==> config.mk <==
export PLATFORM = sky130hd
export DESIGN_NAME = core_top
export DESIGN_NICKNAME = d
export VERILOG_FILES = /design/src/source/axi_pkg.sv /design/src/source/core_pkg.sv /design/src/source/core_top.sv /design/src/source/execute_unit.sv /design/src/source/reg_file.sv /design/src/source/insn_queue.sv /design/src/source/fetch_unit.sv
export SDC_FILE = /design/constraint.sdc
export NUM_CORES = 2
export LEC_CHECK = 0
export ABC_AREA = 1
export BUFFER_PORTS_ARGS = -buffer_cell sky130_fd_sc_hd__buf_2
export CORE_MARGIN = 5
export CORE_UTILIZATION = 36
export CTS_BUF_LIST = sky130_fd_sc_hd__clkbuf_16
export DETAILED_ROUTE_END_ITERATION = 16
export PLACE_DENSITY = 0.6
export SLEW_MARGIN = 20
export SYNTH_ARGS = -nofsm -noshare
export SYNTH_HDL_FRONTEND = slang
export SYNTH_SLANG_ARGS = --single-unit
==> constraint.sdc <==
create_clock -name clk -period 8.9 [get_ports clk]
set_clock_uncertainty 0.05 [all_clocks]
set_input_delay 0.445 -clock clk [delete_from_list [all_inputs] [get_ports clk]]
set_output_delay 0.445 -clock clk [all_outputs]
set_load 0.005 [all_outputs]
==> src/source/axi_pkg.sv <==
package axi_pkg;

	// AXI4-Lite read response
	typedef logic [1:0] resp_t;

	localparam resp_t resp_okay = 2'b00; // Normal access
	localparam resp_t resp_slverr = 2'b10; // Slave error
	localparam resp_t resp_decerr = 2'b11; // Decode error

endpackage

==> src/source/core_pkg.sv <==
package core_pkg;

	// Widths with an architectural meaning
	typedef logic [31:0] word_t; // Data value or instruction word
	typedef logic [31:0] addr_t; // Byte address
	typedef logic [3:0] reg_idx_t; // r0..r15

	// Data processing opcodes, insn[24:21]
	typedef enum logic [3:0] {
		op_and = 4'h0,
		op_eor = 4'h1,
		op_sub = 4'h2,
		op_add = 4'h4,
		op_orr = 4'hc,
		op_mov = 4'hd
	} alu_op_t;

	// Instruction queue sizing
	localparam int queue_depth = 4; // Entries
	typedef logic [2:0] count_t; // Holds 0..queue_depth

	// Program counter constants
	localparam addr_t reset_pc = 32'h0000_0000; // First fetch address
	localparam addr_t pc_ahead = 32'd8; // Branch base is pc + 8, as on ARM

endpackage
==> src/source/core_top.sv <==
`timescale 1ns/10ps

module core_top (
	input logic clk,
	input logic rst_n,
	// AXI4-Lite read port
	output logic ar_valid,
	output core_pkg::addr_t ar_addr,
	input logic ar_ready,
	input logic r_valid,
	input core_pkg::word_t r_data,
	input axi_pkg::resp_t r_resp,
	output logic r_ready,
	// Retire port
	output logic retire_valid,
	output core_pkg::addr_t retire_pc,
	output core_pkg::reg_idx_t retire_reg,
	output core_pkg::word_t retire_data
);

	logic push; // Fetch to queue
	core_pkg::word_t push_insn;
	core_pkg::addr_t push_pc;
	core_pkg::count_t free_slots;
	logic head_valid; // Queue to execute
	core_pkg::word_t head_insn;
	core_pkg::addr_t head_pc;
	logic pop;
	logic redirect; // Execute to fetch and queue
	core_pkg::addr_t redirect_pc;
	core_pkg::reg_idx_t rd_a_idx; // Execute to register file
	core_pkg::reg_idx_t rd_b_idx;
	core_pkg::word_t rd_a;
	core_pkg::word_t rd_b;
	logic wr_en;
	core_pkg::reg_idx_t wr_idx;
	core_pkg::word_t wr_data;

	fetch_unit u_fetch (
		.clk(clk), .rst_n(rst_n),
		.ar_valid(ar_valid), .ar_addr(ar_addr), .ar_ready(ar_ready),
		.r_valid(r_valid), .r_data(r_data), .r_resp(r_resp), .r_ready(r_ready),
		.push(push), .push_insn(push_insn), .push_pc(push_pc),
		.free_slots(free_slots),
		.redirect(redirect), .redirect_pc(redirect_pc)
	);

	insn_queue u_queue (
		.clk(clk), .rst_n(rst_n),
		.push(push), .push_insn(push_insn), .push_pc(push_pc),
		.pop(pop), .flush(redirect), // Branch empties the queue
		.head_valid(head_valid), .head_insn(head_insn), .head_pc(head_pc),
		.free_slots(free_slots)
	);

	reg_file u_rf (
		.clk(clk), .rst_n(rst_n),
		.rd_a_idx(rd_a_idx), .rd_b_idx(rd_b_idx), .rd_a(rd_a), .rd_b(rd_b),
		.wr_en(wr_en), .wr_idx(wr_idx), .wr_data(wr_data)
	);

	execute_unit u_exec (
		.clk(clk), .rst_n(rst_n),
		.head_valid(head_valid), .head_insn(head_insn), .head_pc(head_pc), .pop(pop),
		.rd_a_idx(rd_a_idx), .rd_b_idx(rd_b_idx), .rd_a(rd_a), .rd_b(rd_b),
		.wr_en(wr_en), .wr_idx(wr_idx), .wr_data(wr_data),
		.redirect(redirect), .redirect_pc(redirect_pc),
		.retire_valid(retire_valid), .retire_pc(retire_pc),
		.retire_reg(retire_reg), .retire_data(retire_data)
	);

endmodule

==> src/source/execute_unit.sv <==
`timescale 1ns/10ps

module execute_unit (
	input logic clk,
	input logic rst_n,
	// Queue head
	input logic head_valid,
	input core_pkg::word_t head_insn,
	input core_pkg::addr_t head_pc,
	output logic pop,
	// Register file
	output core_pkg::reg_idx_t rd_a_idx,
	output core_pkg::reg_idx_t rd_b_idx,
	input core_pkg::word_t rd_a,
	input core_pkg::word_t rd_b,
	output logic wr_en,
	output core_pkg::reg_idx_t wr_idx,
	output core_pkg::word_t wr_data,
	// Branch redirect
	output logic redirect,
	output core_pkg::addr_t redirect_pc,
	// Retire
	output logic retire_valid,
	output core_pkg::addr_t retire_pc,
	output core_pkg::reg_idx_t retire_reg,
	output core_pkg::word_t retire_data
);

	core_pkg::alu_op_t op; // insn[24:21]
	logic is_dp;
	logic is_branch;
	logic [63:0] imm_dbl; // imm8 twice, so a right shift rotates
	core_pkg::word_t imm_rot;
	core_pkg::word_t operand2;
	core_pkg::word_t result;
	core_pkg::addr_t branch_off;

	assign pop = head_valid; // Single-cycle execute, never stalls

	assign op = core_pkg::alu_op_t'(head_insn[24:21]);
	assign is_dp = head_valid && (head_insn[27:26] == 2'b00)
		&& (op inside {core_pkg::op_and, core_pkg::op_eor, core_pkg::op_sub,
			core_pkg::op_add, core_pkg::op_orr, core_pkg::op_mov});
	assign is_branch = head_valid && (head_insn[27:25] == 3'b101); // Link bit ignored

	assign rd_a_idx = head_insn[19:16]; // Rn
	assign rd_b_idx = head_insn[3:0]; // Rm, no shift applied

	// 8-bit immediate rotated right by 2 * rot
	assign imm_dbl = {2{24'b0, head_insn[7:0]}};
	assign imm_rot = core_pkg::word_t'(imm_dbl >> {head_insn[11:8], 1'b0});
	assign operand2 = head_insn[25] ? imm_rot : rd_b; // I bit picks the form

	always_comb begin
		case (op)
			core_pkg::op_and: result = rd_a & operand2;
			core_pkg::op_eor: result = rd_a ^ operand2;
			core_pkg::op_sub: result = rd_a - operand2;
			core_pkg::op_add: result = rd_a + operand2;
			core_pkg::op_orr: result = rd_a | operand2;
			core_pkg::op_mov: result = operand2; // Rn unused
			default: result = '0;
		endcase
	end

	// Rd written at the end of the pop cycle
	assign wr_en = is_dp;
	assign wr_idx = head_insn[15:12];
	assign wr_data = result;

	// Sign-extended word offset from pc + 8
	assign branch_off = {{6{head_insn[23]}}, head_insn[23:0], 2'b00};
	assign redirect = is_branch;
	assign redirect_pc = head_pc + core_pkg::pc_ahead + branch_off;

	always_ff @(posedge clk) begin
		if (!rst_n)
			retire_valid <= 1'b0;
		else
			retire_valid <= is_dp; // One pulse per data-processing op
	end

	// Retire payload
	always_ff @(posedge clk) begin
		retire_pc <= head_pc;
		retire_reg <= head_insn[15:12];
		retire_data <= result;
	end

endmodule

==> src/source/reg_file.sv <==
`timescale 1ns/10ps

module reg_file (
	input logic clk,
	input logic rst_n,
	input core_pkg::reg_idx_t rd_a_idx,
	input core_pkg::reg_idx_t rd_b_idx,
	output core_pkg::word_t rd_a,
	output core_pkg::word_t rd_b,
	input logic wr_en,
	input core_pkg::reg_idx_t wr_idx,
	input core_pkg::word_t wr_data
);

	core_pkg::word_t regs [0:15]; // r0..r15, r15 is plain storage here

	assign rd_a = regs[rd_a_idx]; // Combinational reads
	assign rd_b = regs[rd_b_idx];

	always_ff @(posedge clk) begin
		if (!rst_n) begin
			for (int i = 0; i < 16; i++)
				regs[i] <= '0; // Architectural state starts at zero
		end else if (wr_en) begin
			regs[wr_idx] <= wr_data;
		end
	end

endmodule

==> src/source/insn_queue.sv <==
`timescale 1ns/10ps

module insn_queue (
	input logic clk,
	input logic rst_n,
	input logic push,
	input core_pkg::word_t push_insn,
	input core_pkg::addr_t push_pc,
	input logic pop,
	input logic flush,
	output logic head_valid,
	output core_pkg::word_t head_insn,
	output core_pkg::addr_t head_pc,
	output core_pkg::count_t free_slots
);

	core_pkg::word_t insn_mem [0:core_pkg::queue_depth-1]; // Fetched words
	core_pkg::addr_t pc_mem [0:core_pkg::queue_depth-1]; // Their addresses
	logic [$clog2(core_pkg::queue_depth)-1:0] wr_ptr;
	logic [$clog2(core_pkg::queue_depth)-1:0] rd_ptr;
	core_pkg::count_t count; // Occupied entries
	logic do_push;
	logic do_pop;

	assign do_push = push && !flush; // Push during flush is old path
	assign do_pop = pop && head_valid && !flush;

	assign head_valid = (count != '0);
	assign head_insn = insn_mem[rd_ptr];
	assign head_pc = pc_mem[rd_ptr];
	assign free_slots = core_pkg::count_t'(core_pkg::queue_depth) - count;

	always_ff @(posedge clk) begin
		if (!rst_n || flush) begin
			wr_ptr <= '0; // Empty in one cycle
			rd_ptr <= '0;
			count <= '0;
		end else begin
			if (do_push)
				wr_ptr <= wr_ptr + 1'b1;
			if (do_pop)
				rd_ptr <= rd_ptr + 1'b1;
			count <= count + core_pkg::count_t'(do_push) - core_pkg::count_t'(do_pop);
		end
	end

	// Storage
	always_ff @(posedge clk) begin
		if (do_push) begin
			insn_mem[wr_ptr] <= push_insn;
			pc_mem[wr_ptr] <= push_pc;
		end
	end

endmodule

==> src/source/fetch_unit.sv <==
`timescale 1ns/10ps

module fetch_unit (
	input logic clk,
	input logic rst_n,
	// AXI4-Lite read master
	output logic ar_valid,
	output core_pkg::addr_t ar_addr,
	input logic ar_ready,
	input logic r_valid,
	input core_pkg::word_t r_data,
	input axi_pkg::resp_t r_resp,
	output logic r_ready,
	// Towards the instruction queue
	output logic push,
	output core_pkg::word_t push_insn,
	output core_pkg::addr_t push_pc,
	input core_pkg::count_t free_slots,
	// Branch redirect from execute
	input logic redirect,
	input core_pkg::addr_t redirect_pc
);

	core_pkg::addr_t pc; // Next address to fetch
	core_pkg::count_t outstanding; // Reads issued, response not yet seen
	core_pkg::count_t discard; // Wrong-path responses still to drop
	core_pkg::addr_t pc_fifo [0:core_pkg::queue_depth-1]; // Pcs of reads in flight
	logic [$clog2(core_pkg::queue_depth)-1:0] wr_ptr;
	logic [$clog2(core_pkg::queue_depth)-1:0] rd_ptr;
	logic ar_fire;
	logic r_fire;
	logic issue;

	assign r_ready = 1'b1; // A queue slot is reserved before every read
	assign ar_fire = ar_valid & ar_ready;
	assign r_fire = r_valid & r_ready;

	// New read only when AR is free and a slot is held for its answer
	assign issue = (!ar_valid || ar_ready) && (outstanding < free_slots) && !redirect;

	// Wrong-path words and error responses are swallowed
	assign push = r_fire && (discard == '0) && (r_resp == axi_pkg::resp_okay);
	assign push_pc = pc_fifo[rd_ptr];
	assign push_insn = r_data;

	always_ff @(posedge clk) begin
		if (!rst_n) begin
			pc <= core_pkg::reset_pc;
			ar_valid <= 1'b0;
			outstanding <= '0;
			discard <= '0;
			wr_ptr <= '0;
			rd_ptr <= '0;
		end else begin
			if (ar_fire)
				ar_valid <= 1'b0; // Handshake done
			if (issue) begin
				ar_valid <= 1'b1; // Overrides the clear above
				pc <= pc + 32'd4;
				wr_ptr <= wr_ptr + 1'b1;
			end
			if (redirect)
				pc <= redirect_pc; // A pending AR keeps its old address
			if (r_fire)
				rd_ptr <= rd_ptr + 1'b1; // Dropped responses still consume a pc
			outstanding <= outstanding + core_pkg::count_t'(issue)
				- core_pkg::count_t'(r_fire);
			// Everything still out after this cycle is wrong path
			if (redirect)
				discard <= outstanding - core_pkg::count_t'(r_fire);
			else if (r_fire && (discard != '0))
				discard <= discard - 1'b1;
		end
	end

	// Address and pc record, no reset needed
	always_ff @(posedge clk) begin
		if (issue) begin
			ar_addr <= pc;
			pc_fifo[wr_ptr] <= pc;
		end
	end

endmodule

# [After elaboration in Yosys (flattened, before gate mapping)]
# Memories as Yosys holds them, arrays and structs flattened. A register that Yosys moved wholly into a read port is not among the register bits.
# Index checks and enable logic that the tools add are counted.
[classes] n_addsub=16 mul=0 div=0 order_cmp=1 eq_ne=6 shifts=1 mux=25 bitwise=4 reduce_logical=26
[op_table] op="32-bit case mux with 6 select lines" n=1
[op_table] op="32-bit two-way mux" n=4
[op_table] op="32-bit adder" n=2
[op_table] op="40-bit by 5-bit right shift with 32-bit output" n=1
[op_table] op="32-bit by 3-bit adder with 32-bit output, second input constant" n=1
[op_table] op="32-bit by 4-bit adder with 32-bit output, second input constant" n=1
[op_table] op="32-bit bitwise AND" n=1
[op_table] op="32-bit OR" n=1
[op_table] op="32-bit OR reduction" n=1
[op_table] op="32-bit subtractor" n=1
[op_table] op="32-bit bitwise XOR" n=1
[op_table] op="2-bit two-way mux" n=6
[op_table] op="1-bit two-way mux" n=11
[op_table] op="1-bit logical AND" n=10
[op_table] op="3-bit by 1-bit subtractor with 3-bit output" n=3
[op_table] op="2-bit by 1-bit adder with 2-bit output, second input constant" n=4
[op_table] op="4-bit == test, second input constant" n=2
[op_table] op="3-bit by 1-bit adder with 3-bit output" n=2
[op_table] op="3-bit two-way mux" n=2
[op_table] op="2-bit nonzero test" n=3
[op_table] op="3-bit nonzero test" n=2
[op_table] op="6-bit nonzero test" n=1
[op_table] op="4-bit by 1-bit == test with 1-bit output, second input constant" n=1
[op_table] op="4-bit by 2-bit == test with 1-bit output, second input constant" n=1
[op_table] op="12 further kinds" n=16
[word_totals] reg_bits=151 latch_bits=0 mem_bits_rw=896 mem_bits_ro=0 inputBits=38 out_inout_bits=103 wordCells=97 memories=4
[mem_list] name="u_rf.regs" words=16 width=32 rd=2 rd_clocked_by_memory_dff=0 write_ports=16 line_no="reg_file.sv:15" source="core_pkg::word_t regs [0:15];"
[mem_list] name="u_fetch.pc_fifo" words=4 width=32 rd=1 rd_clocked_by_memory_dff=1 write_ports=1 line_no="fetch_unit.sv:27" source="core_pkg::addr_t pc_fifo [0:core_pkg::queue_depth-1];"
[mem_list] name="u_queue.insn_mem" words=4 width=32 rd=1 rd_clocked_by_memory_dff=1 write_ports=1 line_no="insn_queue.sv:17" source="core_pkg::word_t insn_mem [0:core_pkg::queue_depth-1];"
[mem_list] name="u_queue.pc_mem" words=4 width=32 rd=1 rd_clocked_by_memory_dff=1 write_ports=1 line_no="insn_queue.sv:18" source="core_pkg::addr_t pc_mem [0:core_pkg::queue_depth-1];"

# [Logic depth before layout (Yosys ltp)]
[depth] word_depth=8 ltp_mapped=42

# [Cells and area by module]
# A second synthesis with hierarchy kept.
[unflattened] hier_cells=6876 area_unflattened_um2=57840.5
[by_module_without_submodules] module="reg_file" instances=1 cells_each=3898 area_each_um2=29747.3 seq_area_each_um2=15374.7
[by_module_without_submodules] module="insn_queue" instances=1 cells_each=756 area_each_um2=10095.9 seq_area_each_um2=7867.5
[by_module_without_submodules] module="execute_unit" instances=1 cells_each=1380 area_each_um2=9197.6 seq_area_each_um2=1381.3
[by_module_without_submodules] module="fetch_unit" instances=1 cells_each=842 area_each_um2=8799.7 seq_area_each_um2=5705.5

# [Worst setup path after synthesis]
# Ideal clock, no wire load.
[synth_timing] path_type="register to register" start="register (tool-made name)" end="memory u_fetch.pc_fifo[0][0] (netlist bit) (enable)" setup_time_ps=421 t_arrival_ps=5172 required_time_ps=8429 slack_ps=3257 stages_incl_launch_ff=15 period_less_slack_ps=5643 path_cell_list="dfxtp_1 inv_2 buf_2 buf_2 buf_2 o21ai_0 o22ai_1 nor2_1 nand2_1 nor2_1 buf_2 nor2_1 inv_1 buf_2 nor2_1"
[synth_rtl] element="to (decl)" line_no="fetch_unit.sv:27"

==> summary.txt <==
Setup path
  – Kind of critical path: reg -> reg
  – Critical-path top delay cell: inv_2
  – Reg2reg path depth: 35
  – Slowest stage delay, CP: 760 ps
  – Reg2reg setup slack: 1230 ps
  – Worst setup EP type: flop
  – Data arrival time of the worst path: 8120 ps
  – WP data required: 9340 ps
  – Reg-to-Reg End: u_rf.regs[0][24]
  – Critical path launch point type: flop
  – Max Fanout on Critical Path: 74
  – CP dominant cell by count: nand2_1

Die
  – Core area: 154,000 um^2
  – Rows: 144
  – Die Width: 404 um
  – Die Y: 404 um
  – Ports: 141
  – Initial core utilization: 0.363
  – Die area: 164,000 um^2

GRT
  – Total grt overflow: 0
  – First-pass GRT wire length: 281,000 um
  – Vias in the first global route: 43.5k
  – Pin count of the biggest net entering global routing: 138
  – Initial antenna violation count: 11
  – Gr usage total: 0.228

Place
  – HPWL after DPL: 120,000 um
  – GP Congestion: 0.975
  – Port buffer count: 135

Timing
  – Final min period: 7670 ps
  – Fmax achieved: 130 MHz
  – Worst-margin pin slew: 1220 ps
  – Setup violators final: 0
  – Relative slew slack: 0.185
  – Final hold viol count: 0
  – Pins over their slew limit: 0
  – RSZ-0062 raised after global routing: no
  – Final Cycle Share: 0.862
  – Final setup TNS: 0 ps

Detailed routing
  – Routed WL per cell: 22.8 um
  – Via count: 46.3k
  – Total wire length: 193,000 um
  – DRC viols: 0
  – Post-DRT Antenna Nets: 0
  – DRT iter0 DRCs: 5,323
  – Drt pass-1 iters: 7
  – Vias per inst: 5.48

Synth
  – Area share of the largest cell type after synthesis: 0.489
  – Syn Inst Count: 6,303
  – Top post-synthesis cells by area: edfxtp_1 49%, nand2_1 8.1%, nand3_1 5.9%
  – Seq/Total Area, Yosys: 0.533
  – Yosys cell types: 60
  – Commonest cells in the netlist: 1,210 x nand2_1, 912 x edfxtp_1, 708 x inv_1, 664 x nand3_1, 617 x nor2_1
  – #FFs+latches synth: 1,035
  – Ys async rst share: 0
  – Dominant cell type by area after synthesis: edfxtp_1
  – Synth Warn #: 0
  – Count leader, synth: nand2_1
  – Ys flop type: edfxtp_1
  – Syn_nets: 6,524
  – Post-synth EDFFs: 912
  – Mean Syn Cell Area: 8.89 um^2
  – Netlist Area Pre-Place: 56,000 um^2

Finish
  – Synth-to-Final Area Change: 12.0%
  – Top flop regs: u_rf.regs: 512 flops, u_fetch.pc_fifo: 128 flops, u_queue.pc_mem: 128 flops
  – Post-layout nets: 6,522
  – Largest register FFs: 512
  – Largest Register: u_rf.regs
  – Layout cells sized above 1: 0.0894

Clock network
  – Total setup buffers inserted after CTS: 0
  – Clock slew at reported path FFs: 60 ps
  – Worst skew pair latency: 780 ps
  – Cell chosen for the clock root: clkbuf_16
  – CTS Buf Count: 110
  – Hold_buf cts: 29
  – Post-CTS resize count: 0
  – Clock sinks: 1,035
  – CTS tree: built
  – H-Tree Depth: 3
  – Max Root-Sink Buffers: 3

Min path
  – Hold Crit Endpoint: u_queue.wr_ptr[0]
  – Hold wc startpoint: r_resp[1]
  – Worst Hold Class: in -> reg
  – Hold Path Stages: 4

Status
  – Run status: completed

Flow run
  – Max-cap violations: 0
kinds of logic (layout without fill, tap and decap cells):
group	after synthesis	in the layout	synth area share
simple gates	2785	2785	0.219
buf+inv	1151	1246	0.0851
compound gates	1080	1080	0.111
flops	1035	1035	0.533
fa+ha+maj	183	183	0.0414
xor+xnor	68	68	0.0106
other cells	1	6	0.0000669
worst max path at each step:
stage	cells past startpoint	endpoint	start	slack, ps
floorplan	14	u_fetch.pc_fifo[0][0]	flop	3260
global placement	32	u_rf.regs[0][27]	flop	1470
detailed placement	32	u_rf.regs[0][27]	flop	1410
finish	35	u_rf.regs[0][24]	flop	1230
CTS	32	u_rf.regs[0][27]	flop	1340
global route	33	u_rf.regs[0][27]	flop	690
routing by layer:
layer,global-route usage,vias up,wire [um]
met5,0,-,0
met4,0.0994,0,9170
met3,0.0397,472,18300
met2,0.365,2348,87300
met1,0.305,22168,78200
li1,-,21341,-
cell type report:
type	count	area, um^2
tap	2044	2560
clock buffer	116	2900
antenna	5	12.5
timing repair buffer	297	2120
inverter	740	2790
clock inverter	93	882
fill	14897	91700
multi-input combinational	4117	21600
sequential	1035	29900
cells in the final DEF (no fill, tap or decap), types with 11 or more instances in the layout:
master | Yosys | routed
edfxtp_1 | 912 | 912
clkinv_2 | 0 | 20
bufinv_16 | 0 | 11
inv_1 | 708 | 728
nand3b_1 | 166 | 166
a21oi_1 | 275 | 275
or2_2 | 28 | 28
a221oi_1 | 25 | 25
xor2_1 | 55 | 55
inv_2 | 28 | 27
a211oi_1 | 15 | 15
buf_2 | 180 | 135
dfxtp_1 | 123 | 120
a31oi_1 | 18 | 18
clkinv_1 | 3 | 28
o21ai_1 | 11 | 11
nand2_2 | 14 | 29
a21oi_2 | 11 | 11
nor3_1 | 23 | 20
xnor2_1 | 13 | 13
clkbuf_16 | 0 | 116
and2_1 | 18 | 18
buf_12 | 0 | 11
nand3_1 | 664 | 664
nor2_1 | 617 | 602
o22ai_1 | 66 | 66
nand2_1 | 1210 | 1191
o211ai_1 | 148 | 148
dlygate4sd3_1 | 0 | 29
ha_1 | 179 | 179
buf_4 | 37 | 121
nand4_1 | 12 | 12
o21ai_0 | 465 | 465
worst max-delay path, delay by kind of cell, from the launching register on:
kind / cells / cell delay [ps]
buffers and inverters: 6 / 1650
AO/OA/AOI/OAI: 6 / 1020
flip-flops: 1 / 600
adder cells (fa/ha/maj): 2 / 640
AND/OR/NAND/NOR: 20 / 3140
XOR/XNOR: 1 / 160
through the flow:
| stage | util | hold WS, ps | area (um^2) | cells | worst slack [ps] |
|---|---|---|---|---|---|
| 3_5_place_dp | 0.379 | 381 | 58600 | 8201 | 1410 |
| 3_3_place_gp | 0.379 | 374 | 58600 | 8201 | 1470 |
| 4_1_cts | 0.406 | 4.37 | 62700 | 8439 | 1340 |
| 6_report | 0.406 | 19.0 | 62800 | 8447 | 1230 |
| 2_1_floorplan | - | 362 | 56000 | 6303 | 3260 |
| 5_1_grt | 0.406 | 24.3 | 62700 | 8443 | 693 |
Power is left out: the tool's default activity adds up to more than one toggle a clock period on the data nets, which glitch-free logic cannot reach.
